$ cat config.mk
export PLATFORM = sky130hd
export DESIGN_NAME = address_decoder_flat
export DESIGN_NICKNAME = d
export VERILOG_FILES = /design/src/source/gb_memory_map_pkg.sv /design/src/source/region_if.sv /design/src/source/address_decoder.sv /design/src/flat_wrapper.sv
export VERILOG_INCLUDE_DIRS = /design/src /design/src/source
export SDC_FILE = /design/constraint.sdc
export NUM_CORES = 1
export LEC_CHECK = 0
export ABC_AREA = 1
export BUFFER_PORTS_ARGS = -buffer_cell sky130_fd_sc_hd__buf_2
export CORE_UTILIZATION = 35
export DETAILED_ROUTE_END_ITERATION = 7
export GPL_ROUTABILITY_DRIVEN = 0
export PLACE_DENSITY = 0.78
export SYNTH_ARGS = -nofsm -noshare
export SYNTH_HDL_FRONTEND = slang
export SYNTH_SLANG_ARGS = --single-unit
export TNS_END_PERCENT = 30
$ cat constraint.sdc
create_clock -name vclk -period 1.27
set_clock_uncertainty 0.2 [all_clocks]
set_input_delay 0.254 -clock vclk [all_inputs]
set_output_delay 0.254 -clock vclk [all_outputs]
set_load 0.05 [all_outputs]
$ cat src/source/gb_memory_map_defines.svh
////////////////////////////////////////
// Memory map constants
// Bus widths and the address boundaries of each region in the
// console's 16-bit CPU address space
////////////////////////////////////////

`ifndef GB_MEMORY_MAP_DEFINES_SVH
`define GB_MEMORY_MAP_DEFINES_SVH

// Bus widths
`define ADDR_W 16
`define DATA_W 8
`define WRAM_IDX_W 13
`define IRQ_W 5

// Boot ROM overlays the bottom of cartridge space
`define BOOT_END 16'h00FF
`define CART_END 16'h7FFF

`define VRAM_START 16'h8000
`define VRAM_END 16'h9FFF

// Echo window mirrors work RAM
`define WRAM_START 16'hC000
`define WRAM_END 16'hDFFF
`define ECHO_START 16'hE000
`define ECHO_END 16'hFDFF

`define OAM_START 16'hFE00
`define OAM_END 16'hFE9F
`define VREG_START 16'hFF40
`define VREG_END 16'hFF4B

// Single-register MMIO locations
`define MMIO_JOYPAD 16'hFF00
`define MMIO_IF 16'hFF0F
`define MMIO_BOOTSTRAP 16'hFF50
`define MMIO_IE 16'hFFFF

`endif

$ cat src/source/gb_memory_map_pkg.sv
////////////////////////////////////////
// Memory map types
// Region selection and interrupt bit positions
////////////////////////////////////////

package gb_memory_map_pkg;

   // Target selected by the address decoder
   typedef enum logic [3:0] {
      region_boot,
      region_cart,
      region_video,
      region_wram,
      region_joypad,
      region_if,
      region_ie,
      region_bootstrap,
      // Anything not listed above, sound range included
      region_unmapped
   } region_e;

   // Bit positions within IF and IE
   typedef enum logic [2:0] {
      irq_vblank = 3'd0,
      irq_lcdc   = 3'd1,
      irq_timer  = 3'd2,
      // Serial link is not implemented, only software sets this bit
      irq_serial = 3'd3,
      irq_joypad = 3'd4
   } irq_bit_e;

endpackage

$ cat src/source/region_if.sv
////////////////////////////////////////
// Decoded access bundle
// Carries one bus access from the decoder to the memory targets
////////////////////////////////////////

`timescale 1ns/1ps
`include "gb_memory_map_defines.svh"

interface region_if;
   import gb_memory_map_pkg::*;

   region_e                 region;
   // Folded offset into work RAM, valid in region_wram only
   logic [`WRAM_IDX_W-1:0]  wram_index;
   logic [`DATA_W-1:0]      wdata;
   logic                    we;
   logic                    re;

   modport decoder (
      output region,
      output wram_index,
      output wdata,
      output we,
      output re
   );

   modport target (
      input region,
      input wram_index,
      input wdata,
      input we,
      input re
   );

endinterface

$ cat src/source/address_decoder.sv
////////////////////////////////////////
// Address decoder
// Maps a CPU address onto a region and folds work RAM and echo
// addresses into one RAM index
////////////////////////////////////////

`timescale 1ns/1ps
`include "gb_memory_map_defines.svh"

module address_decoder (
   region_if.decoder          bus,
   input  logic [`ADDR_W-1:0] addr,
   input  logic [`DATA_W-1:0] wdata,
   input  logic               we,
   input  logic               re,
   input  logic               boot_unmapped,
   output logic               video_we,
   output logic               joypad_we
);
   import gb_memory_map_pkg::*;

   region_e            region_sel;
   logic [`ADDR_W-1:0] wram_offset;

   // Ranges are tested in ascending address order
   always_comb begin
      region_sel  = region_unmapped;
      wram_offset = '0;
      if (addr <= `BOOT_END) begin
         region_sel = boot_unmapped ? region_cart : region_boot;
      end else if (addr <= `CART_END) begin
         region_sel = region_cart;
      end else if (addr >= `VRAM_START && addr <= `VRAM_END) begin
         region_sel = region_video;
      end else if (addr >= `WRAM_START && addr <= `WRAM_END) begin
         region_sel  = region_wram;
         wram_offset = addr - `WRAM_START;
      end else if (addr >= `ECHO_START && addr <= `ECHO_END) begin
         // Echo reuses the same RAM bytes
         region_sel  = region_wram;
         wram_offset = addr - `ECHO_START;
      end else if (addr >= `OAM_START && addr <= `OAM_END) begin
         region_sel = region_video;
      end else if (addr == `MMIO_JOYPAD) begin
         region_sel = region_joypad;
      end else if (addr == `MMIO_IF) begin
         region_sel = region_if;
      end else if (addr >= `VREG_START && addr <= `VREG_END) begin
         region_sel = region_video;
      end else if (addr == `MMIO_BOOTSTRAP) begin
         region_sel = region_bootstrap;
      end else if (addr == `MMIO_IE) begin
         region_sel = region_ie;
      end
   end

   assign bus.region     = region_sel;
   assign bus.wram_index = wram_offset[`WRAM_IDX_W-1:0];
   assign bus.wdata      = wdata;
   assign bus.we         = we;
   assign bus.re         = re;

   // Write strobes for the blocks kept outside
   assign video_we  = we && (region_sel == region_video);
   assign joypad_we = we && (region_sel == region_joypad);

endmodule

$ cat src/flat_wrapper.sv
// flat-port wrapper written by rule: the top's interface ports become plain ports
module address_decoder_flat import gb_memory_map_pkg::*;
  (addr, wdata, we, re, boot_unmapped, video_we, joypad_we, bus_region, bus_wram_index, bus_wdata, bus_we, bus_re);
  region_if bus_i ();
  input  logic [`ADDR_W-1:0] addr;
  input  logic [`DATA_W-1:0] wdata;
  input  logic we;
  input  logic re;
  input  logic boot_unmapped;
  output logic video_we;
  output logic joypad_we;
  output wire logic [$bits(bus_i.region)-1:0] bus_region;
  output wire logic [$bits(bus_i.wram_index)-1:0] bus_wram_index;
  output wire logic [$bits(bus_i.wdata)-1:0] bus_wdata;
  output wire logic [$bits(bus_i.we)-1:0] bus_we;
  output wire logic [$bits(bus_i.re)-1:0] bus_re;
  assign bus_region = bus_i.region;
  assign bus_wram_index = bus_i.wram_index;
  assign bus_wdata = bus_i.wdata;
  assign bus_we = bus_i.we;
  assign bus_re = bus_i.re;
  address_decoder u_core (.bus(bus_i), .addr(addr), .wdata(wdata), .we(we), .re(re), .boot_unmapped(boot_unmapped), .video_we(video_we), .joypad_we(joypad_we));
endmodule
==> impl_metrics.env, run 1 <==
export IMPL_rows=14
export IMPL_io_pins=56
export IMPL_synth_area_um2=577
export IMPL_failing_step="global routing (5_1_grt)"
export IMPL_run_status="aborted with a tool error"
export IMPL_dp_hpwl_mm=1.59
export IMPL_synth_warnings=0
export IMPL_error="[ERROR DPL-0038] Utilization greater than 100%, impossible to legalize"
export IMPL_syn_inst=118
export IMPL_synthDistinctLibCells=21
export IMPL_die_w_um=42.6
export IMPL_grt_max_degree=14
export IMPL_worst_endpoint_kind="output port"
export IMPL_portBuffers=38
export IMPL_ys_seq_area_frac=0
export IMPL_postGrtWorstEndpoint="joypad_we"
export IMPL_syn_num_nets=145
export IMPL_start_util=0.378
export IMPL_die_h_um=42.6
export IMPL_syn_avg_cell_area_um2=4.89
==> logic make-up after synthesis <==
kind of cell / after synthesis / synth area share
AOI/OAI and AO/OA: 6 / 0.0824
buffers and inverters: 29 / 0.256
and+or+nand+nor: 83 / 0.662
==> what timing repair did <==
action / CTS
pin swaps: 27
setup buffers: 2
resized for setup: 98
endpoints found under the setup margin: 19
hold buffers: 0
==> Yosys cell counts, drive strengths merged <==
cell type | n | area (um2)
a21oi | 1 | 5.00
nand3 | 9 | 55.1
nor3b | 4 | 30.0
buf | 11 | 80.1
o21ai | 4 | 23.8
clkbuf | 1 | 3.75
inv | 16 | 60.1
nor3 | 7 | 35.0
clkinv | 1 | 3.75
nand2 | 35 | 139
nor2 | 26 | 110
o21bai | 1 | 18.8
nand4 | 2 | 12.5
==> stage by stage <==
| stage | std cells | hold slack [ps] | area, um2 | setup TNS [ps] | setup slack [ps] |
|---|---|---|---|---|---|
| after detailed placement | 180 | 308 | 1040 | -9490 | -705 |
| after floorplan | 118 | 444 | 768 | -7150 | -467 |
| after global placement | 180 | 308 | 1040 | -8960 | -671 |
| after CTS | 182 | 308 | 1420 | -6690 | -515 |
==> run 2, diff against run 1 <==
- CORE_AREA: not set -> 2 2 63 65
- CORE_UTILIZATION: 35 -> not set
- DIE_AREA: not set -> 0 0 65 67
- PLACE_DENSITY: 0.78 -> not set
- PLACE_DENSITY_LB_ADDON: not set -> 0.15
- clock period: 1.27 -> 1.7 ns (I/O delays scaled with it)
==> run 2 against run 1 <==
Compared with the run above:
- the flow now finishes, with violations (negative setup slack)
- synthesized cell count is the same
- synthesized area is the same
==> impl_metrics.env, run 2 <==
export IMPL_maxCapViolCount=0
export IMPL_slew_headroom=0.837
export IMPL_crit_path_end_kind="primary output"
export IMPL_p_sw_mw=0.191
export IMPL_period_needed_ps=2020
export IMPL_dp_slack_ps=-457
export IMPL_drtAntennaViolNets=0
export IMPL_timing_final_ws_setup_ps=-317
export IMPL_rows=22
export IMPL_core_um2=3610
export IMPL_grt_ovfl_total=0
export IMPL_violations="negative setup slack"
export IMPL_dieArea_um2=4360
export IMPL_syn_to_final_growth_pct=166
export IMPL_num_vias=904
export IMPL_power_internal_mw=0.150
export IMPL_p_leak_nw=0.718
export IMPL_dp_hpwl_mm=1.73
export IMPL_antenna_found_initial=0
export IMPL_ir_drop_mv=0.113
export IMPL_swShare=0.560
export IMPL_nClkBuffers=0
export IMPL_synth_top_area_cell="nand2_1"
export IMPL_io_pins=56
export IMPL_wl_mm=2.12
export IMPL_die_h_um=67
export IMPL_p_clk_frac=0
export IMPL_max_slew_worst_pin_slew_ps=247
export IMPL_yosys_top_cells_count="nand2_1 (32), nor2_1 (23), inv_1 (14)"
export IMPL_fin_total_pwr_mw=0.341
export IMPL_pwr_share_comb=1.000
export IMPL_critPathKind="input port to primary output"
export IMPL_yosysMostFrequentCell="nand2_1"
export IMPL_dpl_cell_area_um2=1110
export IMPL_syn_num_nets=145
export IMPL_fin_area_um2=1530
export IMPL_synthDistinctLibCells=21
export IMPL_grt_setup_unrepaired="true"
export IMPL_fin_cells=220
export IMPL_mostFrequentLayoutCells="buf_4 (28), buf_6 (23), nand2_2 (17), nand2_1 (14)"
export IMPL_syn_inst=118
export IMPL_netlist_area_leader_share=0.208
export IMPL_initialDrtViolationCount=9
export IMPL_portBuffers=38
export IMPL_synth_warnings=0
export IMPL_grt_pass1_wl_mm=3.42
export IMPL_worstPathMaxFanout=5
export IMPL_antenna_cells=0
export IMPL_fin_nets=201
export IMPL_start_util=0.160
export IMPL_critPathArrivalTime_ps=1480
export IMPL_die_w_um=65
export IMPL_layout_commonest_cell="buf_4"
export IMPL_hold_viol=0
export IMPL_dp_cells=216
export IMPL_post_route_util=0.425
export IMPL_vias_per_cell=4.11
export IMPL_power_frac_seq=0
export IMPL_crit_path_start_kind="input port"
export IMPL_ys_seq_area_frac=0
export IMPL_grt_pass1_vias=832
export IMPL_ff_latch_area_um2=0
export IMPL_run_status="finished, violations left"
export IMPL_setup_viol=16
export IMPL_grt_max_degree=11
export IMPL_grtUsageTotal=0.0942
export IMPL_drc_errors=0
export IMPL_synth_area_leaders="nand2_1 (21%), nor2_1 (15%), buf_4 (13%)"
export IMPL_synth_area_um2=577
export IMPL_slew_viol_final=0
export IMPL_fin_crit_sh=1.19
export IMPL_first_pass_iters=4
export IMPL_cp_required_ps=1160
export IMPL_seq_cell_count=0
export IMPL_syn_avg_cell_area_um2=4.89
export IMPL_wl_per_cell_um=9.62
export IMPL_hp_class="input port to primary output"
export IMPL_drive_above_1_share=0.785
export IMPL_max_clock_freq_mhz=496
export IMPL_powerDensity_nw_per_um2=223
## run 2: cell counts after synthesis
No cell type changed its count.
## run 2: cell families (layout without fill, tap and decap cells)
family                 after synthesis  after routing  synth area share
AND/OR/NAND/NOR                     83             83             0.662
buffers and inverters               29             83             0.256
AO/OA/AOI/OAI                        6              6            0.0824
## run 2: power groups by stage
stage | logic (mW) | clock network [mW] | registers [mW]
floorplan | 0.221 | 0 | 0
global placement | 0.255 | 0 | 0
detailed placement | 0.256 | 0 | 0
CTS | 0.322 | 0 | 0
global route | 0.362 | 0 | 0
finish | 0.341 | 0 | 0
## run 2: per-layer routing
| metal | part of all wire | GRT usage | routed length (um) |
|---|---|---|---|
| met5 | 0 | 0 | 0 |
| met4 | 0.0066 | 0.00798 | 14 |
| met3 | 0.052 | 0.00338 | 110 |
| met2 | 0.58 | 0.196 | 1220 |
| met1 | 0.36 | 0.108 | 767 |
## run 2: final timing paths
kind                           end  slack [ps]      from  cells after the start
worst min-delay path  bus_wdata[4]         480  wdata[4]                      0
worst max-delay path      video_we        -320   addr[5]                     11
## run 2: cell type report
cell class / instances / area (um2)
fillers: 380 / 2070
inverters: 17 / 66.3
multi-input cells: 89 / 761
well taps: 48 / 60.1
repair buffers: 66 / 644
## run 2: critical path: stages
cell     delay (ps)
buf_8           110
nor2_4          130
nand2_2          80
nor2_4          140
buf_6           100
buf_4            90
o21ai_2          70
nand3_4          90
nand2_2          70
nor2_4          110
buf_8           150
## run 2: what timing repair did
action,4_1_cts,5_1_grt
setup endpoints to repair,19,17
pin swaps,17,17
resized for setup,92,24
cloned,0,0
setup buffers,1,3
hold endpoints to repair,0,0
hold buffers,0,0
## run 2: per-stage QoR
step,TNS (ps),hold slack [ps]
after CTS,-1330,480
after detailed placement,-4300,480
after global placement,-4090,480
after floorplan,-2570,616
final,-2170,480
after global routing,-2930,480
Power figures use the tool's default switching activity.
