## config.mk

```make
export PLATFORM = sky130hd
export DESIGN_NAME = system_registers_flat
export DESIGN_NICKNAME = d
export VERILOG_FILES = /design/src/source/gb_memory_map_pkg.sv /design/src/source/region_if.sv /design/src/source/system_registers.sv /design/src/flat_wrapper.sv
export VERILOG_INCLUDE_DIRS = /design/src /design/src/source
export SDC_FILE = /design/constraint.sdc
export NUM_CORES = 1
export LEC_CHECK = 0
export BUFFER_PORTS_ARGS = -buffer_cell sky130_fd_sc_hd__buf_4
export CAP_MARGIN = 10
export CORE_MARGIN = 2
export CORE_UTILIZATION = 48
export DETAILED_ROUTE_END_ITERATION = 6
export PLACE_DENSITY = 0.78
export SYNTH_ARGS = -nofsm -noshare
export SYNTH_HDL_FRONTEND = slang
export SYNTH_SLANG_ARGS = --single-unit
export TNS_END_PERCENT = 100
```

## constraint.sdc

```tcl
create_clock -name clock -period 1.43 [get_ports clock]
set_input_delay 0.143 -clock clock [delete_from_list [all_inputs] [get_ports clock]]
set_output_delay 0.143 -clock clock [all_outputs]
set_load 0.03 [all_outputs]
```

## src/source/gb_memory_map_defines.svh

```systemverilog
////////////////////////////////////////
// Memory map constants
// Bus widths and the address boundaries of each region in the
// console's 16-bit CPU address space
////////////////////////////////////////

`ifndef GB_MEMORY_MAP_DEFINES_SVH
`define GB_MEMORY_MAP_DEFINES_SVH

// Bus widths
`define ADDR_W 16
`define DATA_W 8
`define WRAM_IDX_W 13
`define IRQ_W 5

// Boot ROM overlays the bottom of cartridge space
`define BOOT_END 16'h00FF
`define CART_END 16'h7FFF

`define VRAM_START 16'h8000
`define VRAM_END 16'h9FFF

// Echo window mirrors work RAM
`define WRAM_START 16'hC000
`define WRAM_END 16'hDFFF
`define ECHO_START 16'hE000
`define ECHO_END 16'hFDFF

`define OAM_START 16'hFE00
`define OAM_END 16'hFE9F
`define VREG_START 16'hFF40
`define VREG_END 16'hFF4B

// Single-register MMIO locations
`define MMIO_JOYPAD 16'hFF00
`define MMIO_IF 16'hFF0F
`define MMIO_BOOTSTRAP 16'hFF50
`define MMIO_IE 16'hFFFF

`endif

```

## src/source/gb_memory_map_pkg.sv

```systemverilog
////////////////////////////////////////
// Memory map types
// Region selection and interrupt bit positions
////////////////////////////////////////

package gb_memory_map_pkg;

   // Target selected by the address decoder
   typedef enum logic [3:0] {
      region_boot,
      region_cart,
      region_video,
      region_wram,
      region_joypad,
      region_if,
      region_ie,
      region_bootstrap,
      // Anything not listed above, sound range included
      region_unmapped
   } region_e;

   // Bit positions within IF and IE
   typedef enum logic [2:0] {
      irq_vblank = 3'd0,
      irq_lcdc   = 3'd1,
      irq_timer  = 3'd2,
      // Serial link is not implemented, only software sets this bit
      irq_serial = 3'd3,
      irq_joypad = 3'd4
   } irq_bit_e;

endpackage

```

## src/source/region_if.sv

```systemverilog
////////////////////////////////////////
// Decoded access bundle
// Carries one bus access from the decoder to the memory targets
////////////////////////////////////////

`timescale 1ns/1ps
`include "gb_memory_map_defines.svh"

interface region_if;
   import gb_memory_map_pkg::*;

   region_e                 region;
   // Folded offset into work RAM, valid in region_wram only
   logic [`WRAM_IDX_W-1:0]  wram_index;
   logic [`DATA_W-1:0]      wdata;
   logic                    we;
   logic                    re;

   modport decoder (
      output region,
      output wram_index,
      output wdata,
      output we,
      output re
   );

   modport target (
      input region,
      input wram_index,
      input wdata,
      input we,
      input re
   );

endinterface

```

## src/source/system_registers.sv

```systemverilog
////////////////////////////////////////
// System registers
// Bootstrap latch plus interrupt flag and enable registers
////////////////////////////////////////

`timescale 1ns/1ps
`include "gb_memory_map_defines.svh"

module system_registers (
   input  logic               clock,
   input  logic               reset,
   region_if.target           bus,
   input  logic               irq_vblank,
   input  logic               irq_lcdc,
   input  logic               irq_timer,
   input  logic               irq_joypad,
   output logic               boot_unmapped,
   output logic               int_pending,
   output logic [`DATA_W-1:0] rdata
);
   import gb_memory_map_pkg::*;

   logic [`DATA_W-1:0] bootstrap_q;
   logic [`IRQ_W-1:0]  if_q;
   logic [`IRQ_W-1:0]  ie_q;
   logic [`IRQ_W-1:0]  irq_set;
   logic [`IRQ_W-1:0]  if_next;

   // Hardware request lines, serial has no source
   always_comb begin
      irq_set                                = '0;
      irq_set[gb_memory_map_pkg::irq_vblank] = irq_vblank;
      irq_set[gb_memory_map_pkg::irq_lcdc]   = irq_lcdc;
      irq_set[gb_memory_map_pkg::irq_timer]  = irq_timer;
      irq_set[gb_memory_map_pkg::irq_joypad] = irq_joypad;
   end

   // CPU write replaces IF, a request in the same cycle still lands
   always_comb begin
      if (bus.we && bus.region == region_if) begin
         if_next = bus.wdata[`IRQ_W-1:0];
      end else begin
         if_next = if_q;
      end
      if_next = if_next | irq_set;
   end

   always_ff @(posedge clock or posedge reset) begin
      if (reset) begin
         bootstrap_q <= '0;
         if_q        <= '0;
         ie_q        <= '0;
      end else begin
         if_q <= if_next;
         if (bus.we && bus.region == region_bootstrap) begin
            bootstrap_q <= bus.wdata;
         end
         if (bus.we && bus.region == region_ie) begin
            ie_q <= bus.wdata[`IRQ_W-1:0];
         end
      end
   end

   always_ff @(posedge clock) begin
      if (bus.re) begin
         case (bus.region)
            region_if:        rdata <= {{(`DATA_W-`IRQ_W){1'b0}}, if_q};
            region_ie:        rdata <= {{(`DATA_W-`IRQ_W){1'b0}}, ie_q};
            region_bootstrap: rdata <= bootstrap_q;
            default:          rdata <= '0;
         endcase
      end
   end

   assign boot_unmapped = bootstrap_q[0];
   assign int_pending   = |(if_q & ie_q);

endmodule

```

## src/flat_wrapper.sv

```systemverilog
// flat-port wrapper written by rule: the top's interface ports become plain ports
module system_registers_flat import gb_memory_map_pkg::*;
  (clock, reset, irq_vblank, irq_lcdc, irq_timer, irq_joypad, boot_unmapped, int_pending, rdata, bus_region, bus_wram_index, bus_wdata, bus_we, bus_re);
  region_if bus_i ();
  input  logic clock;
  input  logic reset;
  input  logic irq_vblank;
  input  logic irq_lcdc;
  input  logic irq_timer;
  input  logic irq_joypad;
  output logic boot_unmapped;
  output logic int_pending;
  output logic [`DATA_W-1:0] rdata;
  input wire logic [$bits(bus_i.region)-1:0] bus_region;
  input wire logic [$bits(bus_i.wram_index)-1:0] bus_wram_index;
  input wire logic [$bits(bus_i.wdata)-1:0] bus_wdata;
  input wire logic [$bits(bus_i.we)-1:0] bus_we;
  input wire logic [$bits(bus_i.re)-1:0] bus_re;
  assign bus_i.region = bus_region;
  assign bus_i.wram_index = bus_wram_index;
  assign bus_i.wdata = bus_wdata;
  assign bus_i.we = bus_we;
  assign bus_i.re = bus_re;
  system_registers u_core (.clock(clock), .reset(reset), .bus(bus_i), .irq_vblank(irq_vblank), .irq_lcdc(irq_lcdc), .irq_timer(irq_timer), .irq_joypad(irq_joypad), .boot_unmapped(boot_unmapped), .int_pending(int_pending), .rdata(rdata));
endmodule
```

==> results.py, run 1 <==
metrics = {
    "synth": {
        "synth_area_leaders": "dfrtp_1 38%, edfxtp_1 20%, mux2_2 17%, nor2_1 4.4%, a22oi_1 3.8%",
        "ys_warn_count": 0,
        "netlist_instances": 84,
        "netlist.area_leader.share_pct": 38.0,
        "ys_types": 19,
        "ys_seq_area_share_pct": 58.3,
        "postSynthAreaPerCell_um2": 14.1,
        "syn_area_um2": 1180,
        "ys_ff_latch": 26,
        "synth_top_area_cell": "dfrtp_1",
        "synth_fp_nets": 117,
    },
    "drt": {
        "remaining_drc_errors": 0,
        "vias": 772,
        "vias_per_cell": 5.18,
        "drt-initial-drc-count": 13,
        "routedWlPerCell_um": 14.4,
        "first_pass_iters": 5,
        "antenna_left": 0,
        "drt-total-wl_um": 2150,
    },
    "setup_path": {
        "reg2regPathDepth": 3,
        "cp.arrival_ps": 1380,
        "worstReg2RegStart": "u_core.bootstrap_q[0]",
        "rrSetupSlack_ps": 260,
        "reg2reg_to": "u_core.rdata[0]",
        "critical_path.max_fanout": 2,
        "start_kind": "flip-flop",
        "end_kind": "output port",
        "path_class": "reg2out",
        "cp.required_ps": 1290,
    },
    "grt": {
        "grt_max_degree": 19,
        "first_global_vias": 810,
        "grt_remaining_overflow": 0,
        "antenna_found_initial": 0,
        "grt_pass1_wl_um": 3520,
        "track_usage_pct": 17.0,
    },
    "min_path": {
        "min_to": "u_core.bootstrap_q[5]",
        "hold_path.class": "in2reg",
        "hold_start": "bus_wdata[5]",
        "holdPathStages": 2,
    },
    "finish": {
        "fin_nets": 153,
        "fin_cells": 149,
        "n_antenna_cell": 0,
        "final_layout_size_suffix_gt1_share_pct": 50.4,
        "area_delta_synth_final_pct": 27.5,
    },
    "sta": {
        "relSlewSlack_pct": 55.4,
        "fin_crit_ps": 1520,
        "tightest_slew_ps": 668,
        "hold_viol": 0,
        "fmax_ghz": 0.658,
        "rsz0062_at_grt": "true",
        "finalSetupViolations": 1,
        "whs_ps": 36.3,
        "drv_slew": 0,
        "timing.final.ws_setup_ps": -90.3,
        "skew_ps": 13.6,
        "tns_ps": -90.3,
        "timing.final.crit_share_pct": 106,
    },
    "power_and_ir_drop": {
        "leakagePower_uw": 0.000656,
        "power_density_nw_per_um2": 1190,
        "power.share.sequential_pct": 51.9,
        "pwr-share-comb_pct": 20.2,
        "swShare_pct": 24.6,
        "power_switching_uw": 443,
        "p_int_uw": 1360,
        "peakVddDrop_v": 0.000703,
        "power_frac_clock_pct": 27.9,
        "total_power_uw": 1800,
    },
    "floorplanning": {
        "start_util_pct": 49.2,
        "pin_count": 43,
        "die_y_um": 53.7,
        "rows": 18,
        "coreArea_um2": 2410,
        "dieArea_um2": 2880,
        "die_w_um": 53.7,
    },
    "clocking": {
        "numCtsBuffers": 3,
        "clock-sinks": 26,
        "clk_pin_slew_ps": 150,
        "root_buffer": "clkbuf_4",
        "ctsHtreeMaxLevel": 1,
        "cts_tree": "built",
        "clkLatencyLatePin_ps": 320,
        "cts_buffer_depth": 2,
    },
    "outcome": {
        "status": "finished with violations",
        "violations": "setup timing",
    },
    "place": {
        "post-place-cells": 142,
        "hpwl_um": 1590,
        "place_congestion": 0.788,
        "io_buffers": 29,
    },
    "flow_run": {
        "max_cap_viol_count": 0,
    },
}
## synthesized netlist by cell type, drive strengths merged
| cell | instances |
|---|---|
| mux2 | 19 |
| nand3b | 1 |
| inv | 1 |
| dfrtp | 18 |
| buf | 2 |
| a22oi | 6 |
| and2b | 1 |
| and2 | 3 |
| mux2i | 4 |
| nand2 | 2 |
| nor3b | 1 |
| nand2b | 1 |
| nor2b | 1 |
| a222oi | 1 |
| edfxtp | 8 |
| nor2 | 15 |
## flip-flops by register name (all words and copies together), names as in the netlist
| signal | count |
|---|---|
| u_core.bootstrap_q | 8 |
| u_core.ie_q | 5 |
| u_core.rdata | 8 |
| u_core.if_q | 5 |
## kinds of logic (layout without fill, tap and decap cells)
group                  after synthesis  in the layout  share of synthesized area [%]
AND/OR/NAND/NOR                     25             25                           13.4
flip-flops                          26             26                           58.3
multiplexers                        23             23                           21.8
AO/OA/AOI/OAI                        7              7                           4.65
buffers and inverters                3             38                           1.90
## layer usage
metal  GRT usage, %  wire [um]
met1           21.6        908
met2           28.9       1120
met3           2.78        123
met4           6.41          0
met5              0          0
## worst max-delay path, stage by stage, from the launching register on
cell      delay, ps
dfrtp_1         410
a222oi_1        360
nand2_1         140
buf_6           160
## worst max-delay path by stage
stage                                      from               to  slack (ps)
final                            u_core.ie_q[0]      int_pending         -90
after global routing             u_core.ie_q[0]      int_pending        -140
after CTS                        u_core.ie_q[0]      int_pending         -80
after detailed placement          bus_region[3]   u_core.ie_q[2]         210
after global placement            bus_region[1]   u_core.ie_q[4]         230
after floorplan           u_core.bootstrap_q[0]  u_core.rdata[0]         230
## stage by stage
stage | worst slack, ps | utilization, % | instance area (um^2)
3_5_place_dp | 209 | 59.3 | 1430
2_1_floorplan | 227 | - | 1180
6_report | -90.3 | 62.7 | 1510
4_1_cts | -75.8 | 62.4 | 1500
5_1_grt | -137 | 62.7 | 1510
3_3_place_gp | 226 | 59.3 | 1430
## placed cells by master (no fill, tap or decap), drive strengths merged
cell type	netlist	layout
nand2b	1	1
nor2b	1	1
mux2	19	19
nand3b	1	1
inv	1	1
nand2	2	2
and2b	1	1
dfrtp	18	18
nor3b	1	1
bufinv	0	1
clkbuf	0	3
and2	3	3
a222oi	1	1
dlygate4sd3	0	1
a22oi	6	6
mux2i	4	4
buf	2	32
edfxtp	8	8
nor2	15	15
## power by group through the flow
stage / combinational (uW) / sequential [uW] / clock [uW]
floorplan: 198 / 973 / 0
global placement: 335 / 946 / 0
finish: 364 / 936 / 504
CTS: 366 / 935 / 513
global route: 395 / 950 / 537
detailed placement: 345 / 952 / 0
## area by class of cell
| class | instances | area [um^2] |
|---|---|---|
| fill | 190 | 900 |
| sequential | 26 | 691 |
| multi-input combinational | 55 | 472 |
| timing repair buffer | 33 | 254 |
| tap | 30 | 37.5 |
| clock inverter | 1 | 30.0 |
| clock buffer | 3 | 22.5 |
| inverter | 1 | 3.75 |
## what timing repair did
| item | in CTS | in global routing |
|---|---|---|
| hold buffers | 1 | 0 |
| endpoints found under the hold margin | 18 | 0 |
| endpoints found under the setup margin | 1 | 1 |
| cloned | 0 | 0 |
| buffers inserted | 1 | 1 |
| gates resized for setup | 1 | 0 |
| pin swaps | 2 | 2 |
(Power assumes the default switching activity.)
==> inputs of run 2 (changes only) <==
--- a/config.mk
+++ b/config.mk
@@ -8,7 +8,6 @@
 export LEC_CHECK = 0
 export BUFFER_PORTS_ARGS = -buffer_cell sky130_fd_sc_hd__buf_4
 export CAP_MARGIN = 10
-export CORE_MARGIN = 2
 export CORE_UTILIZATION = 48
 export DETAILED_ROUTE_END_ITERATION = 6
 export PLACE_DENSITY = 0.78
==> run 2 against run 1 <==
  * Sequential power about the same
  * The run still ends with setup timing left
  * Sequential share of layout area grew 0.65 points
  * Fmax increased by 2.5%
  * Die area fell by 7.3%
  * Cell count down 0.67%
  * Total power is 9.8% lower
  * Register-to-register slack worse by 110 ps
  * Critical path depth unchanged
  * Worst setup slack better by 37 ps
==> results.py, run 2 (synthesis results as in run 1) <==
metrics = {
    "sta": {
        "finalSetupViolations": 1,
        "whs_ps": 36.7,
        "relSlewSlack_pct": 53.5,
        "fin_crit_ps": 1480,
        "fmax_ghz": 0.674,
        "skew_ps": 4.51,
        "timing.final.crit_share_pct": 104,
        "tns_ps": -53.4,
        "rsz0062_at_grt": "true",
        "hold_viol": 0,
        "drv_slew": 0,
        "timing.final.ws_setup_ps": -53.4,
        "tightest_slew_ps": 697,
    },
    "drt": {
        "antenna_left": 0,
        "drt-initial-drc-count": 20,
        "remaining_drc_errors": 0,
        "drt-total-wl_um": 2120,
        "first_pass_iters": 4,
        "vias_per_cell": 5.31,
        "routedWlPerCell_um": 14.3,
        "vias": 786,
    },
    "setup_path": {
        "critical_path.max_fanout": 3,
        "cp.arrival_ps": 1340,
        "slowest_delay_ps": 430,
        "start_kind": "flip-flop",
        "crit_chain": "a222oi_1, nand2_1, buf_6",
        "path_buf_inv": 1,
        "cp.required_ps": 1290,
        "worstReg2RegStart": "u_core.if_q[3]",
        "end_kind": "output port",
        "critical_path.top_delay_family": "flip-flops",
        "cp-startpoint": "u_core.ie_q[3]",
        "path_class": "reg2out",
        "cp_slowest_cell": "dfrtp_1",
    },
    "floorplanning": {
        "start_util_pct": 52.1,
        "pin_count": 43,
        "die_y_um": 51.7,
        "dieArea_um2": 2670,
        "rows": 17,
        "coreArea_um2": 2280,
        "die_w_um": 51.7,
    },
    "clocking": {
        "cts_buffer_depth": 2,
        "ctsHtreeMaxLevel": 1,
        "root_buffer": "clkbuf_4",
        "clkLatencyLatePin_ps": 330,
        "clock-sinks": 26,
        "numCtsBuffers": 3,
        "clk_pin_slew_ps": 140,
        "cts_tree": "built",
    },
    "finish": {
        "mostFrequentLayoutCell": "buf_4",
        "n_antenna_cell": 0,
        "reg.largest.list": "u_core.bootstrap_q (8), u_core.rdata (8)",
        "finish.utilization_pct": 65.4,
        "area_delta_synth_final_pct": 25.7,
        "final_cell_mix": "32 x buf_4, 18 x mux2_2, 18 x dfrtp_1",
        "fin_area_um2": 1490,
        "final_layout_size_suffix_gt1_share_pct": 50.0,
        "fin_nets": 154,
    },
    "min_path": {
        "hold_start": "bus_wdata[5]",
        "hold_path.class": "in2reg",
    },
    "grt": {
        "first_global_vias": 792,
        "grt_max_degree": 19,
        "track_usage_pct": 19.2,
        "grt_remaining_overflow": 0,
        "antenna_found_initial": 0,
        "grt_pass1_wl_um": 3640,
    },
    "power_and_ir_drop": {
        "peakVddDrop_v": 0.000741,
        "power_density_nw_per_um2": 1090,
        "leakagePower_uw": 0.000648,
    },
    "flow_run": {
        "max_cap_viol_count": 0,
    },
    "place": {
        "io_buffers": 29,
        "dpl_cell_area_um2": 1430,
        "hpwl_um": 1570,
        "place_congestion": 0.729,
    },
    "outcome": {
        "violations": "setup timing",
        "status": "finished with violations",
    },
}
## run 2: changes by cell type in the layout (fill, tap and decap cells not counted), sizes merged
cell    change
clkinv      +1
buf         +1
bufinv      -1
## run 2: worst reg2reg max path: stages, from the launching register on
cell     delay (ps)
dfrtp_1         430
buf_4           150
mux2_2          250
a22oi_1         140
nor2_1           70
## run 2: area by class of cell
type	count	area [um^2]
clock buffers	3	22.5
repair buffers	34	262
multi-input cells	55	472
fillers	169	787
well taps	28	35.0
clock inverters	1	3.75
flip-flops and latches	26	691
inverters	1	3.75
## run 2: where the power goes
group / switching [uW] / total (uW) / leakage [uW] / internal [uW]
clock network: 215 / 317 / 0.0000154 / 103
registers: 60.9 / 935 / 0.000289 / 874
logic: 164 / 374 / 0.000344 / 211
## run 2: routing by layer
metal  part of all wire [%]  up-vias  GRT usage (%)
met1                     43      374           24.0
met5                      0        -              0
li1                       -      377              -
met2                     50       30           30.7
met4                    1.4        0           6.76
met3                    6.0        5           6.73
## run 2: per-stage QoR
step	worst slack (ps)	total power [uW]	cells
floorplan	227	1170	84
global placement	231	1280	140
detailed placement	198	1300	140
CTS	-32.4	1630	148
global route	-155	1710	148
finish	-53.4	1630	148
## run 2: timing repair
item / in CTS / in global routing
cloned: 0 / 0
hold buffers: 1 / 0
buffers inserted: 3 / 0
endpoints found under the hold margin: 18 / 0
setup endpoints to repair: 1 / 1
pin swaps: 1 / 1
resized for setup: 1 / 0
## run 2: final timing paths
kind	slack (ps)	end	depth (start not counted)
setup / recovery	-50	int_pending	3
hold / removal	40	u_core.bootstrap_q[5]	2
setup reg to reg	150	u_core.rdata[3]	4
hold reg to reg	520	u_core.bootstrap_q[6]	1
max in group asynchronous	520	u_core.if_q[0]	3
min in group asynchronous	460	u_core.bootstrap_q[6]	3
==> inputs of run 3 (changes only) <==
--- a/config.mk
+++ b/config.mk
@@ -8,9 +8,9 @@
 export LEC_CHECK = 0
 export BUFFER_PORTS_ARGS = -buffer_cell sky130_fd_sc_hd__buf_4
 export CAP_MARGIN = 10
-export CORE_UTILIZATION = 48
+export CORE_UTILIZATION = 43
 export DETAILED_ROUTE_END_ITERATION = 6
-export PLACE_DENSITY = 0.78
+export PLACE_DENSITY = 0.74
 export SYNTH_ARGS = -nofsm -noshare
 export SYNTH_HDL_FRONTEND = slang
 export SYNTH_SLANG_ARGS = --single-unit
==> constraint.sdc (replaced) <==
create_clock -name clock -period 1.35 [get_ports clock]
set_input_delay 0.135 -clock clock [delete_from_list [all_inputs] [get_ports clock]]
set_output_delay 0.135 -clock clock [all_outputs]
set_load 0.03 [all_outputs]
==> run 3 against run 2 <==
  * The run still ends with setup timing left
  * Die area is 11% higher
  * Cell area is 0.59% lower
  * Critical path depth stayed put
  * Critical path type unchanged
  * Largest cell class unchanged
  * Highest routed layer unchanged
==> results.py, run 3 (synthesis results as in run 1) <==
metrics = {
    "sta": {
        "drv_slew": 0,
        "relSlewSlack_pct": 81.8,
        "timing.final.ws_setup_ps": -51.7,
        "skew_ps": 3.01,
        "fin_crit_ps": 1400,
        "rsz0062_at_grt": "true",
        "hold_viol": 0,
        "tightest_slew_ps": 272,
        "finalSetupViolations": 1,
        "tns_ps": -51.7,
        "timing.final.crit_share_pct": 104,
        "fmax_ghz": 0.713,
    },
    "place": {
        "post-place-cells": 143,
        "post-place-ws_ps": 126,
        "place_congestion": 0.766,
        "hpwl_um": 1620,
        "io_buffers": 29,
        "dpl_cell_area_um2": 1440,
    },
    "setup_path": {
        "start_kind": "flip-flop",
        "cp.required_ps": 1220,
        "reg2reg_to": "u_core.rdata[0]",
        "path_class": "reg2out",
        "reg2regPathDepth": 4,
        "rrSetupSlack_ps": 110,
        "worstReg2RegStart": "u_core.if_q[0]",
        "cp.arrival_ps": 1270,
        "critical_path.max_fanout": 3,
        "end_kind": "output port",
    },
    "finish": {
        "fin_nets": 153,
        "multi_input_area_um2": 472,
        "fin_area_um2": 1480,
        "layout.area.seq_um2": 691,
        "final_layout_size_suffix_gt1_share_pct": 50.0,
        "final_cell_mix": "31 x buf_4, 18 x mux2_2, 18 x dfrtp_1",
        "mostFrequentLayoutCell": "buf_4",
        "reg.largest.list": "u_core.bootstrap_q (8), u_core.rdata (8)",
        "fin_cells": 148,
        "nFillCells": 231,
        "n_antenna_cell": 0,
        "area_delta_synth_final_pct": 24.9,
    },
    "outcome": {
        "status": "finished with violations",
        "violations": "setup timing",
    },
    "drt": {
        "drt-initial-drc-count": 8,
        "routedWlPerCell_um": 13.8,
        "first_pass_iters": 4,
        "vias_per_cell": 5.13,
        "remaining_drc_errors": 0,
        "vias": 759,
        "drt-total-wl_um": 2050,
        "antenna_left": 0,
    },
    "floorplanning": {
        "die_w_um": 54.5,
        "start_util_pct": 46.6,
        "dieArea_um2": 2970,
        "pin_count": 43,
        "coreArea_um2": 2540,
        "rows": 18,
        "die_y_um": 54.5,
    },
    "power_and_ir_drop": {
        "power_density_nw_per_um2": 1120,
        "total_power_uw": 1660,
        "leakagePower_uw": 0.000642,
        "peakVddDrop_v": 0.000608,
    },
    "grt": {
        "grt_remaining_overflow": 0,
        "grt_max_degree": 19,
        "first_global_vias": 727,
        "track_usage_pct": 15.7,
        "grt_pass1_wl_um": 3180,
        "antenna_found_initial": 0,
    },
    "flow_run": {
        "max_cap_viol_count": 0,
    },
    "clocking": {
        "cts_tree": "built",
        "numCtsBuffers": 3,
        "ctsHtreeMaxLevel": 1,
        "clock-sinks": 26,
        "cts_buffer_depth": 2,
        "clk_pin_slew_ps": 120,
        "root_buffer": "clkbuf_4",
        "clkLatencyLatePin_ps": 300,
    },
    "min_path": {
        "min_to": "u_core.bootstrap_q[6]",
        "holdPathStages": 2,
        "hold_start": "bus_wdata[6]",
        "hold_path.class": "in2reg",
    },
}
[run 3: critical path, stage by stage, from the launching register on]
cell,delay [ps]
dfrtp_1,420
a222oi_1,300
nand2_1,110
buf_6,150
[run 3: worst max path at each step]
stage	from	endpoint	slack, ps	cells after the start
2_1_floorplan	u_core.bootstrap_q[0]	u_core.rdata[0]	150	3
4_1_cts	u_core.ie_q[3]	int_pending	-80	3
3_5_place_dp	bus_region[3]	u_core.ie_q[3]	130	4
3_3_place_gp	bus_region[3]	u_core.ie_q[0]	150	4
5_1_grt	u_core.ie_q[0]	int_pending	-180	3
6_report	u_core.ie_q[3]	int_pending	-50	3
[run 3: metal layers]
metal  GRT usage (%)  vias to the layer above  part of all wire [%]
met5               0                        -                     0
li1                -                      374                     -
met4            5.13                        0                  0.39
met3            2.50                        2                   4.2
met2            27.2                       26                    51
met1            19.6                      357                    44
[run 3: power by group]
group / internal, uW / switching (uW) / total (uW)
Combinational: 209 / 164 / 373
Sequential: 926 / 65.6 / 992
Clock: 104 / 192 / 296
[run 3: layout make-up]
type	count	area share, %
tap	30	2.54
timing repair buffer	33	17.2
inverter	1	0.254
multi-input combinational	55	31.9
clock buffer	3	1.52
sequential	26	46.7
[run 3: stage by stage]
step / hold WS (ps) / utilization (%)
4_1_cts: 53.5 / 58.2
5_1_grt: 42.1 / 58.2
3_3_place_gp: 166 / 56.4
3_5_place_dp: 171 / 56.4
2_1_floorplan: 73.6 / -
6_report: 62.9 / 58.2
[run 3: repair_timing]
item / CTS / global route
endpoints found under the hold margin: 18 / 0
setup endpoints to repair: 1 / 1
pin swaps: 2 / 0
gates cloned: 0 / 0
setup buffers: 1 / 0
gates resized for setup: 1 / 0
hold buffers: 1 / 0
