`config.mk`:
```
export PLATFORM = sky130hd
export DESIGN_NAME = read_data_mux_flat
export DESIGN_NICKNAME = d
export VERILOG_FILES = /design/src/source/gb_memory_map_pkg.sv /design/src/source/region_if.sv /design/src/source/read_data_mux.sv /design/src/flat_wrapper.sv
export VERILOG_INCLUDE_DIRS = /design/src /design/src/source
export SDC_FILE = /design/constraint.sdc
export NUM_CORES = 1
export LEC_CHECK = 0
export ABC_CLOCK_PERIOD_IN_PS = 2900
export BUFFER_PORTS_ARGS = -buffer_cell sky130_fd_sc_hd__buf_2
export CORE_MARGIN = 5
export CORE_UTILIZATION = 35
export CTS_CLUSTER_DIAMETER = 100
export DETAILED_ROUTE_END_ITERATION = 10
export HOLD_SLACK_MARGIN = 0.1
export PLACE_DENSITY = 0.66
export REMOVE_ABC_BUFFERS = 1
export SETUP_SLACK_MARGIN = 0.5
export SYNTH_ARGS = -nofsm -noshare
export SYNTH_HDL_FRONTEND = slang
export SYNTH_SLANG_ARGS = --single-unit
```
`constraint.sdc`:
```
create_clock -name clock -period 2.9 [get_ports clock]
set_input_delay 0.435 -clock clock [delete_from_list [all_inputs] [get_ports clock]]
set_output_delay 0.435 -clock clock [all_outputs]
set_load 0.01 [all_outputs]
```
`src/source/gb_memory_map_defines.svh`:
```
////////////////////////////////////////
// Memory map constants
// Bus widths and the address boundaries of each region in the
// console's 16-bit CPU address space
////////////////////////////////////////

`ifndef GB_MEMORY_MAP_DEFINES_SVH
`define GB_MEMORY_MAP_DEFINES_SVH

// Bus widths
`define ADDR_W 16
`define DATA_W 8
`define WRAM_IDX_W 13
`define IRQ_W 5

// Boot ROM overlays the bottom of cartridge space
`define BOOT_END 16'h00FF
`define CART_END 16'h7FFF

`define VRAM_START 16'h8000
`define VRAM_END 16'h9FFF

// Echo window mirrors work RAM
`define WRAM_START 16'hC000
`define WRAM_END 16'hDFFF
`define ECHO_START 16'hE000
`define ECHO_END 16'hFDFF

`define OAM_START 16'hFE00
`define OAM_END 16'hFE9F
`define VREG_START 16'hFF40
`define VREG_END 16'hFF4B

// Single-register MMIO locations
`define MMIO_JOYPAD 16'hFF00
`define MMIO_IF 16'hFF0F
`define MMIO_BOOTSTRAP 16'hFF50
`define MMIO_IE 16'hFFFF

`endif

```
`src/source/gb_memory_map_pkg.sv`:
```
////////////////////////////////////////
// Memory map types
// Region selection and interrupt bit positions
////////////////////////////////////////

package gb_memory_map_pkg;

   // Target selected by the address decoder
   typedef enum logic [3:0] {
      region_boot,
      region_cart,
      region_video,
      region_wram,
      region_joypad,
      region_if,
      region_ie,
      region_bootstrap,
      // Anything not listed above, sound range included
      region_unmapped
   } region_e;

   // Bit positions within IF and IE
   typedef enum logic [2:0] {
      irq_vblank = 3'd0,
      irq_lcdc   = 3'd1,
      irq_timer  = 3'd2,
      // Serial link is not implemented, only software sets this bit
      irq_serial = 3'd3,
      irq_joypad = 3'd4
   } irq_bit_e;

endpackage

```
`src/source/region_if.sv`:
```
////////////////////////////////////////
// Decoded access bundle
// Carries one bus access from the decoder to the memory targets
////////////////////////////////////////

`timescale 1ns/1ps
`include "gb_memory_map_defines.svh"

interface region_if;
   import gb_memory_map_pkg::*;

   region_e                 region;
   // Folded offset into work RAM, valid in region_wram only
   logic [`WRAM_IDX_W-1:0]  wram_index;
   logic [`DATA_W-1:0]      wdata;
   logic                    we;
   logic                    re;

   modport decoder (
      output region,
      output wram_index,
      output wdata,
      output we,
      output re
   );

   modport target (
      input region,
      input wram_index,
      input wdata,
      input we,
      input re
   );

endinterface

```
`src/source/read_data_mux.sv`:
```
////////////////////////////////////////
// Read data return path
// Steers one byte back from the region read in the previous cycle
////////////////////////////////////////

`timescale 1ns/1ps
`include "gb_memory_map_defines.svh"

module read_data_mux (
   input  logic               clock,
   input  logic               reset,
   region_if.target           bus,
   input  logic [`DATA_W-1:0] ram_rdata,
   input  logic [`DATA_W-1:0] reg_rdata,
   input  logic [`DATA_W-1:0] boot_rdata,
   input  logic [`DATA_W-1:0] cart_rdata,
   input  logic [`DATA_W-1:0] video_rdata,
   input  logic [`DATA_W-1:0] joypad_rdata,
   output logic [`DATA_W-1:0] rdata,
   output logic               rdata_valid
);
   import gb_memory_map_pkg::*;

   region_e            region_q;
   logic [`DATA_W-1:0] boot_q;
   logic [`DATA_W-1:0] cart_q;
   logic [`DATA_W-1:0] video_q;
   logic [`DATA_W-1:0] joypad_q;

   // Unmapped after reset so rdata starts at zero
   always_ff @(posedge clock or posedge reset) begin
      if (reset) begin
         region_q    <= region_unmapped;
         rdata_valid <= 1'b0;
      end else begin
         rdata_valid <= bus.re;
         if (bus.re) begin
            region_q <= bus.region;
         end
      end
   end

   // External bytes captured in the read cycle itself
   always_ff @(posedge clock) begin
      if (bus.re) begin
         boot_q   <= boot_rdata;
         cart_q   <= cart_rdata;
         video_q  <= video_rdata;
         joypad_q <= joypad_rdata;
      end
   end

   always_comb begin
      case (region_q)
         region_wram:      rdata = ram_rdata;
         region_if,
         region_ie,
         region_bootstrap: rdata = reg_rdata;
         region_boot:      rdata = boot_q;
         region_cart:      rdata = cart_q;
         region_video:     rdata = video_q;
         region_joypad:    rdata = joypad_q;
         default:          rdata = '0;
      endcase
   end

endmodule

```
`src/flat_wrapper.sv`:
```
// flat-port wrapper written by rule: the top's interface ports become plain ports
module read_data_mux_flat import gb_memory_map_pkg::*;
  (clock, reset, ram_rdata, reg_rdata, boot_rdata, cart_rdata, video_rdata, joypad_rdata, rdata, rdata_valid, bus_region, bus_wram_index, bus_wdata, bus_we, bus_re);
  region_if bus_i ();
  input  logic clock;
  input  logic reset;
  input  logic [`DATA_W-1:0] ram_rdata;
  input  logic [`DATA_W-1:0] reg_rdata;
  input  logic [`DATA_W-1:0] boot_rdata;
  input  logic [`DATA_W-1:0] cart_rdata;
  input  logic [`DATA_W-1:0] video_rdata;
  input  logic [`DATA_W-1:0] joypad_rdata;
  output logic [`DATA_W-1:0] rdata;
  output logic rdata_valid;
  input wire logic [$bits(bus_i.region)-1:0] bus_region;
  input wire logic [$bits(bus_i.wram_index)-1:0] bus_wram_index;
  input wire logic [$bits(bus_i.wdata)-1:0] bus_wdata;
  input wire logic [$bits(bus_i.we)-1:0] bus_we;
  input wire logic [$bits(bus_i.re)-1:0] bus_re;
  assign bus_i.region = bus_region;
  assign bus_i.wram_index = bus_wram_index;
  assign bus_i.wdata = bus_wdata;
  assign bus_i.we = bus_we;
  assign bus_i.re = bus_re;
  read_data_mux u_core (.clock(clock), .reset(reset), .bus(bus_i), .ram_rdata(ram_rdata), .reg_rdata(reg_rdata), .boot_rdata(boot_rdata), .cart_rdata(cart_rdata), .video_rdata(video_rdata), .joypad_rdata(joypad_rdata), .rdata(rdata), .rdata_valid(rdata_valid));
endmodule
```
==> run metrics, run 1 <==
status=complete, no violations; top cell type's share of synthesized area=61.74%; Initial Util=36.00%; Cell variety after synth=18; Clock Skews=0 ns; most common cell after layout, fill and taps aside=buf_2; Final HPWL DP=~2.5 mm; total track usage=11.64%; Final Util=47.05%; Die ar.=5881 µm²; CP Max Fanout=7; first-pass GRT wire length=5.395 mm; R2R cell count=2; Setup Total Neg Slack=0 ns; commonest non-fill, non-tap cells in the layout=buf_2 (63), edfxtp_1 (32), mux2i_1 (15), mux2_2 (10), nand2_1 (9); Hold Slack=0.3182 ns; GRT Residual Overflow=0; crit path DAT=between 1.5 and 2 ns; nets=between 200 and 250; TritonCTS clock tree=built; period utilization=74.18%; Final Hold Viols=0; total I/O pin count=86; initial antenna violation count=0; sequential fraction of the synthesis area=69.86%; Max Clk Rate=between 400 and 500 MHz; Peak supply drop=0.0002828 V; PD cells=568.5 nW/µm²; via count=1042; share of cells above drive strength 1=51.52%; Die Height=about 77 µm; Worst Hold Class=input pin to flop; remaining antenna violation count=0; Buffers on Ports=63; FF-to-FF Start=u_core.region_q[1]$_DFFE_PP0P_; Antenna Cells=0; max-cap viol count=0; CTS clk-pin slew, worst paths=0.07 ns; Leakage=0.8715 nW; clock buffer count from CTS=5; TritonRoute pass-1 iters=3; R2R setup slack=1.96 ns; Core ar.=4324 µm²; Mapped Area=1556 µm²; Root Driver=clkbuf_8; flops & latches, synth=37; total routed wirelength=~3.4 mm; RSZ-0062 raised after global routing=no; Setup violations, final=0; vias per inst=4.802; num rows=24; CTS sink cnt=37; min-delay src=joypad_rdata[6]; filler instances=about 420; Min-Delay Path Depth=1; H-tree Lvls=2; Max-slew headroom=46.77%; Mapped Cells=93; Final Wtd Congestion=0.7420; clk_lat worst skew=just under 0.3 ns; warning count from the yosys run=0; area grow syn2layout=30.71%; synth top area cells=edfxtp_1 (62%), mux2i_1 (9.6%), mux2_2 (7.2%); WHS Endpoint=u_core.joypad_q[6]$_DFFE_PP_; critical path required time=2.47 ns; total power=1.157 mW; Chip Width=76.69 µm; post-synth top area cell=edfxtp_1; largest net degree at the start of global routing=39; Worst setup EP type=primary output; Worst Max-Slew Pin Slew=0.7984 ns; Final min period=between 2 and 2.5 ns; Routed WL per cell=~15 µm; max-slew violations=0; syn_area_per_cell=16.74 µm²; maximum root-to-sink buffer count=2; Critical Setup Path Class=flop to primary output; startpoint types=flop; DR DRC count=0; vias in the first global route=1229; initial drt markers=31; Crit Reg-Reg Endpoint=u_core.region_q[1]$_DFFE_PP0P_
==> cell usage after synthesis <==
| cell type | count |
|---|---|
| o221ai_1 | 8 |
| edfxtp_1 | 32 |
| inv_1 | 2 |
| a211o_1 | 1 |
| dfstp_2 | 1 |
| o211a_1 | 1 |
| nand3b_1 | 2 |
| o21ai_0 | 1 |
| buf_2 | 2 |
| dfrtp_1 | 4 |
| nor3_2 | 1 |
| a31oi_1 | 1 |
| nor2_1 | 1 |
| nor2_8 | 1 |
| nand2_1 | 9 |
| mux2i_1 | 15 |
| nand2b_1 | 1 |
| mux2_2 | 10 |
==> sequential cells by signal, summed over array words and instances, names as in the netlist <==
| register | cells |
|---|---|
| u_core.boot_q | 8 |
| u_core.cart_q | 8 |
| u_core.joypad_q | 8 |
| u_core.rdata_valid | 1 |
| u_core.region_q | 4 |
| u_core.video_q | 8 |
==> worst max-delay path by stage <==
| stage | from | endpoint |
|---|---|---|
| after floorplan | u_core.region_q[1]$_DFFE_PP0P_ | rdata[0] |
| after global placement | u_core.region_q[0]$_DFFE_PP0P_ | rdata[1] |
| after detailed placement | u_core.region_q[0]$_DFFE_PP0P_ | rdata[7] |
| after CTS | u_core.region_q[0]$_DFFE_PP0P_ | rdata[7] |
| after global routing | u_core.region_q[0]$_DFFE_PP0P_ | rdata[0] |
| final | u_core.region_q[0]$_DFFE_PP0P_ | rdata[7] |
==> critical path, stage by stage, from the launching register on <==
cell	delay (ns)
dfrtp_1	0.49
nor3_2	0.52
nand2_1	0.13
o221ai_1	0.11
buf_2	0.18
==> repair_timing <==
action                                 in CTS  in global routing
buffers inserted                            0                  0
resized for setup                           0                  0
hold buffers                                1                  0
endpoints found under the hold margin       4                  0
==> final cells by class <==
class | instances | area [µm²] | share of cell area, %
Clock inverter | 2 | 10.01 | 0.4920
Sequential cell | 37 | 1087 | 53.44
Clock buffer | 6 | 72.57 | 3.567
Timing Repair Buffer | 66 | 340.3 | 16.73
Tap cell | 52 | 65.06 | 3.198
Inverter | 2 | 7.507 | 0.3690
Multi-Input combinational cell | 52 | 451.7 | 22.20
==> where the power goes <==
part	leakage, nW	switching [mW]	internal, mW
Sequential	0.371	0.0181	0.627
Combinational	0.456	0.0857	0.0900
Clock	0.0450	0.170	0.166
Total	0.871	0.273	0.883
==> per-layer routing <==
metal	part of all wire, %	global-route usage (%)	vias to the layer above
li1	-	-	510
met1	38	12.25	488
met3	7.0	4.801	6
met4	1.3	3.147	0
met5	0	0	-
met2	53	21.14	38
==> logic make-up after synthesis <==
kind of cell / count (synthesis) / share of synthesized area (%)
buffers and inverters: 4 / 1.126
and+or+nand+nor: 15 / 5.707
muxes: 25 / 16.88
AOI/OAI and AO/OA: 12 / 6.431
DFF: 37 / 69.86
==> stage by stage <==
step | cell area, µm² | worst slack (ns) | cells
after global routing | 2034 | 0.5941 | 217
after CTS | 2034 | 0.7382 | 217
after detailed placement | 1942 | 1.065 | 208
after floorplan | 1546 | 1.033 | 91
final | 2034 | 0.7488 | 217
after global placement | 1942 | 1.051 | 208
Power figures use the tool's default switching activity.
==> run 2, diff against run 1 <==
--- a/config.mk
+++ b/config.mk
@@ -6,7 +6,7 @@
 export SDC_FILE = /design/constraint.sdc
 export NUM_CORES = 1
 export LEC_CHECK = 0
-export ABC_CLOCK_PERIOD_IN_PS = 2900
+export ABC_CLOCK_PERIOD_IN_PS = 2220
 export BUFFER_PORTS_ARGS = -buffer_cell sky130_fd_sc_hd__buf_2
 export CORE_MARGIN = 5
 export CORE_UTILIZATION = 35
==> constraint.sdc (replaced) <==
create_clock -name clock -period 2.22 [get_ports clock]
set_input_delay 0.333 -clock clock [delete_from_list [all_inputs] [get_ports clock]]
set_output_delay 0.333 -clock clock [all_outputs]
set_load 0.01 [all_outputs]
==> run metrics, run 2 (same netlist as run 1, synthesis figures left out) <==
Comb power frac=15.4% (was 15.2%); first-pass GRT wire length=5.375 mm (was 5.395 mm); startpoint types=flop (unchanged); delay of the slowest critical-path stage=0.41 ns (was 0.52 ns); Max-slew headroom=66.61% (was 46.77%); Peak supply drop=0.0003931 V (was 0.0002828 V); met3 GRT Util=4.567% (was 4.801%); max-slew violations=0 (unchanged); total I/O pin count=86 (unchanged); Max Clk Rate=around 540 MHz; commonest non-fill, non-tap cells in the layout=buf_2 (63), edfxtp_1 (32), mux2i_1 (15), mux2_2 (10) (was buf_2 (63), edfxtp_1 (32), mux2i_1 (15), mux2_2 (10), nand2_1 (9)); CP Cell Sequence=buf_8 -> nor2_8 -> mux2i_1 -> o221ai_1 -> buf_2 (was nor3_2 -> nand2_1 -> o221ai_1 -> buf_2); GR peak layer=met2 (unchanged); placed insts=209 (was 208); vias in the first global route=1172 (was 1229); final worst slack=0.3536 ns (was 0.7488 ns); maximum root-to-sink buffer count=2 (unchanged); largest net degree at the start of global routing=25 (was 39); Core ar.=4324 µm² (unchanged); via count=1076 (was 1042); clock buffer count from CTS=5 (unchanged); Final Hold Viols=0 (unchanged); Die ar.=5881 µm² (unchanged); Setup violations, final=0 (unchanged); clk_lat worst skew=0.28 ns (was 0.29 ns); Sequential Power Share=51.4% (was 55.8%); CTS clk-pin slew, worst paths=0.07 ns (about the same); met1 usage in global routing=13.64% (was 12.25%); RSZ-0062 raised after global routing=yes (was no); crit path DAT=1.53 ns (was 1.72 ns); Sw Share=21.75% (was 23.65%); period utilization=approximately 84%; Final min period=between 1.5 and 2 ns; critical path required time=1.89 ns (was 2.47 ns); DR DRC count=0 (unchanged); CP Max Fanout=10 (was 7); status=complete, no violations (unchanged); Critical Setup Path Class=flop to primary output (unchanged); Final Wtd Congestion=0.7274 (was 0.7420); non-filler instance count after layout=225 (was 217); most common cell after layout, fill and taps aside=buf_2 (unchanged); Leakage=0.9222 nW (was 0.8715 nW); Clock Skews=0 ns (unchanged); max-cap viol count=0 (unchanged); initial drt markers=49 (was 31); Antenna Cells=0 (unchanged); nets=249 (was 241); M2 GR Usage=19.27% (was 21.14%); PD cells=769.0 nW/µm² (was 568.5 nW/µm²); Final HPWL DP=2.520 mm (was 2.499 mm); FF-to-FF Start=u_core.region_q[1]$_DFFE_PP0P_ (unchanged); Setup Total Neg Slack=0 ns (unchanged); area grow syn2layout=37.70% (was 30.71%); pre-CTS setup slack=0.4750 ns (was 1.065 ns); Worst Setup SP=u_core.region_q[1]$_DFFE_PP0P_ (was u_core.region_q[0]$_DFFE_PP0P_); CTS sink cnt=37 (unchanged); Initial Util=36.00% (unchanged); min-delay src=video_rdata[1] (was joypad_rdata[6]); Worst Max-Slew Pin Slew=0.5008 ns (was 0.7984 ns); Chip Width=76.69 µm (unchanged); Buffers on Ports=63 (unchanged); P_int=1.290 mW (was 883.0 µW); Routed WL per cell=15.12 µm (was 15.47 µm); slowest stage cell, crit path=dfrtp_1 (was nor3_2); clock power share=33.2% (was 29.0%); Hold Slack=0.2222 ns (was 0.3182 ns); H-tree Lvls=2 (unchanged); Worst Hold Class=input pin to flop (unchanged); Root Driver=clkbuf_8 (unchanged); remaining antenna violation count=0 (unchanged); TritonCTS clock tree=built (unchanged); Final Util=49.57% (was 47.05%); num rows=24 (unchanged); switching pwr=358.4 µW (was 273.5 µW); total routed wirelength=3.403 mm (was 3.358 mm); Worst setup EP type=primary output (unchanged); share of cells above drive strength 1=55.49% (was 51.52%); initial antenna violation count=0 (unchanged); TritonRoute pass-1 iters=4 (was 3); total track usage=11.51% (was 11.64%); vias per inst=4.782 (was 4.802); Die Height=76.69 µm (unchanged); WP buf/inv=2 (was 1); GRT Residual Overflow=0 (unchanged); crit-path leading delay family=flip-flops (was simple AND/OR/NAND/NOR gates)
-- run 2: timing repair --
item | CTS | global route
hold buffers | 1 | 0
setup endpoints to repair | 8 | 8
pin swaps | 3 | 3
setup buffers | 3 | 4
hold endpoints to repair | 4 | 0
resized for setup | 5 | 3
gates cloned | 0 | 0
-- run 2: final timing paths --
path                                                        to  slack, ns  cells past startpoint
min in group asynchronous       u_core.region_q[1]$_DFFE_PP0P_       0.49                      3
worst min-delay path               u_core.video_q[1]$_DFFE_PP_       0.22                      1
max in group asynchronous       u_core.region_q[3]$_DFFE_PP1P_       1.49                      3
worst min register to register  u_core.region_q[2]$_DFFE_PP0P_       0.66                      2
worst max register to register  u_core.region_q[1]$_DFFE_PP0P_       1.30                      2
worst max-delay path                                  rdata[2]       0.35                      5
-- run 2: cell type report --
type                       count  area, µm²
fill                         403       2181
sequential                    37       1090
multi-input combinational     52      462.9
timing repair buffer          74      411.6
clock buffer                   6      72.57
tap                           52      65.06
clock inverter                 2      33.78
inverter                       2      7.507
-- run 2: per-stage QoR --
stage	power (mW)	area, µm²
after CTS	1.661	2107
after global routing	1.731	2143
after floorplan	0.9726	1546
final	1.648	2143
after global placement	1.083	1949
after detailed placement	1.090	1949
-- run 2: routing by layer --
layer	part of all wire, %	vias up
li1	-	530
met3	6.7	5
met4	1.1	0
met2	52	37
met5	0	-
met1	40	504
-- run 2: power by group through the flow --
stage | Combinational, mW | Sequential (mW) | Clock, mW
final | 0.254 | 0.847 | 0.548
after global routing | 0.281 | 0.851 | 0.599
after CTS | 0.247 | 0.846 | 0.567
after detailed placement | 0.233 | 0.858 | 0
after global placement | 0.228 | 0.854 | 0
after floorplan | 0.109 | 0.863 | 0
-- run 2: worst register-to-register path, stage by stage (launching register included) --
cell and delay [ns]:
dfrtp_1 0.41, buf_6 0.15, mux2_2 0.25
==> run 3, diff against run 2 <==
--- a/config.mk
+++ b/config.mk
@@ -6,7 +6,7 @@
 export SDC_FILE = /design/constraint.sdc
 export NUM_CORES = 1
 export LEC_CHECK = 0
-export ABC_CLOCK_PERIOD_IN_PS = 2220
+export ABC_CLOCK_PERIOD_IN_PS = 1900
 export BUFFER_PORTS_ARGS = -buffer_cell sky130_fd_sc_hd__buf_2
 export CORE_MARGIN = 5
 export CORE_UTILIZATION = 35
==> constraint.sdc (replaced) <==
create_clock -name clock -period 1.9 [get_ports clock]
set_input_delay 0.285 -clock clock [delete_from_list [all_inputs] [get_ports clock]]
set_output_delay 0.285 -clock clock [all_outputs]
set_load 0.01 [all_outputs]
==> run metrics, run 3 (same netlist as run 1, synthesis figures left out) <==
GRT Residual Overflow=0 (unchanged); num rows=24 (unchanged); first-pass GRT wire length=5.685 mm (was 5.375 mm); via count=1085 (was 1076); Antenna Cells=0 (unchanged); PD cells=856.6 nW/µm² (was 769.0 nW/µm²); initial drt markers=71 (was 49); Chip Width=76.69 µm (unchanged); Routed WL per cell=15.92 µm (was 15.12 µm); initial antenna violation count=0 (unchanged); Initial Util=36.00% (unchanged); total routed wirelength=3.534 mm (was 3.403 mm); Final Wtd Congestion=0.7488 (was 0.7274); placed insts=211 (was 209); nets=246 (was 249); final instance area=2092 µm² (was 2143 µm²); Die ar.=5881 µm² (unchanged); non-filler instance count after layout=222 (was 225); total track usage=12.54% (was 11.51%); Core ar.=4324 µm² (unchanged); Critical Setup Path Class=flop to primary output (unchanged); Worst Hold Class=input pin to flop (unchanged); largest net degree at the start of global routing=16 (was 25); final worst slack=0.05706 ns (was 0.3536 ns); vias in the first global route=1215 (was 1172); total I/O pin count=86 (unchanged); maximum root-to-sink buffer count=2 (unchanged); Clock Skews=0 ns (unchanged); Min-Delay Path Depth=1 (unchanged); Worst setup EP type=primary output (unchanged); startpoint types=flop (unchanged); max-slew violations=0 (unchanged); Leakage=0.8997 nW (was 0.9222 nW); share of cells above drive strength 1=54.71% (was 55.49%); Buffers on Ports=63 (unchanged); Max Clk Rate=542.6 MHz; clock buffer count from CTS=5 (unchanged); vias per inst=4.887 (was 4.782); critical path required time=1.62 ns (was 1.89 ns); clk_lat worst skew=0.28 ns (about the same); remaining antenna violation count=0 (unchanged); area grow syn2layout=34.41% (was 37.70%); status=complete, no violations (unchanged); Setup violations, final=0 (unchanged); CTS sink cnt=37 (unchanged); period utilization=97.00%; R2R cell count=2 (unchanged); pre-CTS setup slack=0.2071 ns (was 0.4750 ns); Hold Slack=0.1657 ns (was 0.2222 ns); crit path DAT=1.56 ns (was 1.53 ns); TritonCTS clock tree=built (unchanged); commonest non-fill, non-tap cells in the layout=buf_2 (63), edfxtp_1 (32), mux2i_1 (15), mux2_2 (10) (unchanged); CTS clk-pin slew, worst paths=0.07 ns (about the same); dpl cell area=1964 µm² (was 1949 µm²); Setup Total Neg Slack=0 ns (unchanged); Worst Max-Slew Pin Slew=0.3362 ns (was 0.5008 ns); RSZ-0062 raised after global routing=yes (unchanged); DR DRC count=0 (unchanged); Die Height=76.69 µm (unchanged); Peak supply drop=0.0004353 V (was 0.0003931 V); CP Max Fanout=11 (was 10); TritonRoute pass-1 iters=4 (unchanged); H-tree Lvls=2 (unchanged); max-cap viol count=0 (unchanged); Root Driver=clkbuf_8 (unchanged); Final HPWL DP=2.761 mm (was 2.520 mm); Max-slew headroom=77.51% (was 66.61%); Final Hold Viols=0 (unchanged); most common cell after layout, fill and taps aside=buf_2 (unchanged); Final min period=1.843 ns
run 3: changes by cell type in the layout (fill, tap and decap cells not counted):
cell / before / now
buf_6: 1 / 0
clkinv_2: 0 / 2
dfrtp_1: 2 / 3
bufinv_16: 1 / 0
dfrtp_2: 2 / 1
clkinv_1: 1 / 0
buf_4: 8 / 6
run 3: layout make-up:
| cell class | instances | area [µm²] |
|---|---|---|
| timing repair buffer | 71 | 385.4 |
| clock inverter | 2 | 10.01 |
| sequential | 37 | 1089 |
| fill | 410 | 2232 |
| clock buffer | 6 | 72.57 |
| tap | 52 | 65.06 |
| multi-input combinational | 52 | 462.9 |
| inverter | 2 | 7.507 |
run 3: through the flow:
step	total power, mW	util [%]
after floorplan	1.136	-
after global placement	1.270	45.43
after detailed placement	1.283	45.43
after CTS	1.818	48.35
after global routing	1.882	48.38
final	1.792	48.38
run 3: power by group:
part	leakage, nW	switching [mW]	internal, mW	total [mW]
combinational	0.485	0.134	0.153	0.287
sequential	0.370	0.0327	0.957	0.989
clock	0.0450	0.262	0.254	0.516
run 3: critical path: stages, from the launching register on:
cell and delay, ns:
dfrtp_1 0.40, buf_8 0.16, nor2_8 0.19, mux2i_1 0.22, o221ai_1 0.14, buf_2 0.17
run 3: worst paths after layout:
path / startpoint / end / slack [ns]
min reg2reg: u_core.region_q[3]$_DFFE_PP1P_ / u_core.region_q[3]$_DFFE_PP1P_ / 0.68
max in group asynchronous: reset / u_core.region_q[3]$_DFFE_PP1P_ / 1.21
min in group asynchronous: reset / u_core.region_q[2]$_DFFE_PP0P_ / 0.44
min: cart_rdata[1] / u_core.cart_q[1]$_DFFE_PP_ / 0.17
max: u_core.region_q[1]$_DFFE_PP0P_ / rdata[2] / 0.06
max reg2reg: u_core.region_q[1]$_DFFE_PP0P_ / u_core.region_q[1]$_DFFE_PP0P_ / 0.95
run 3: repair_timing:
item                                    in CTS  in global routing
buffers inserted                             2                  0
pin swaps                                    4                  2
endpoints found under the setup margin       8                  8
endpoints found under the hold margin        4                  0
hold buffers                                 1                  0
gates resized for setup                      5                  1
run 3: routing by layer:
metal / global-route usage (%) / vias to the layer above / part of all wire (%)
li1: - / 518 / -
met1: 14.14 / 519 / 38
met2: 21.22 / 42 / 52
met3: 4.918 / 6 / 8.1
met4: 4.720 / 0 / 1.7
met5: 0 / - / 0
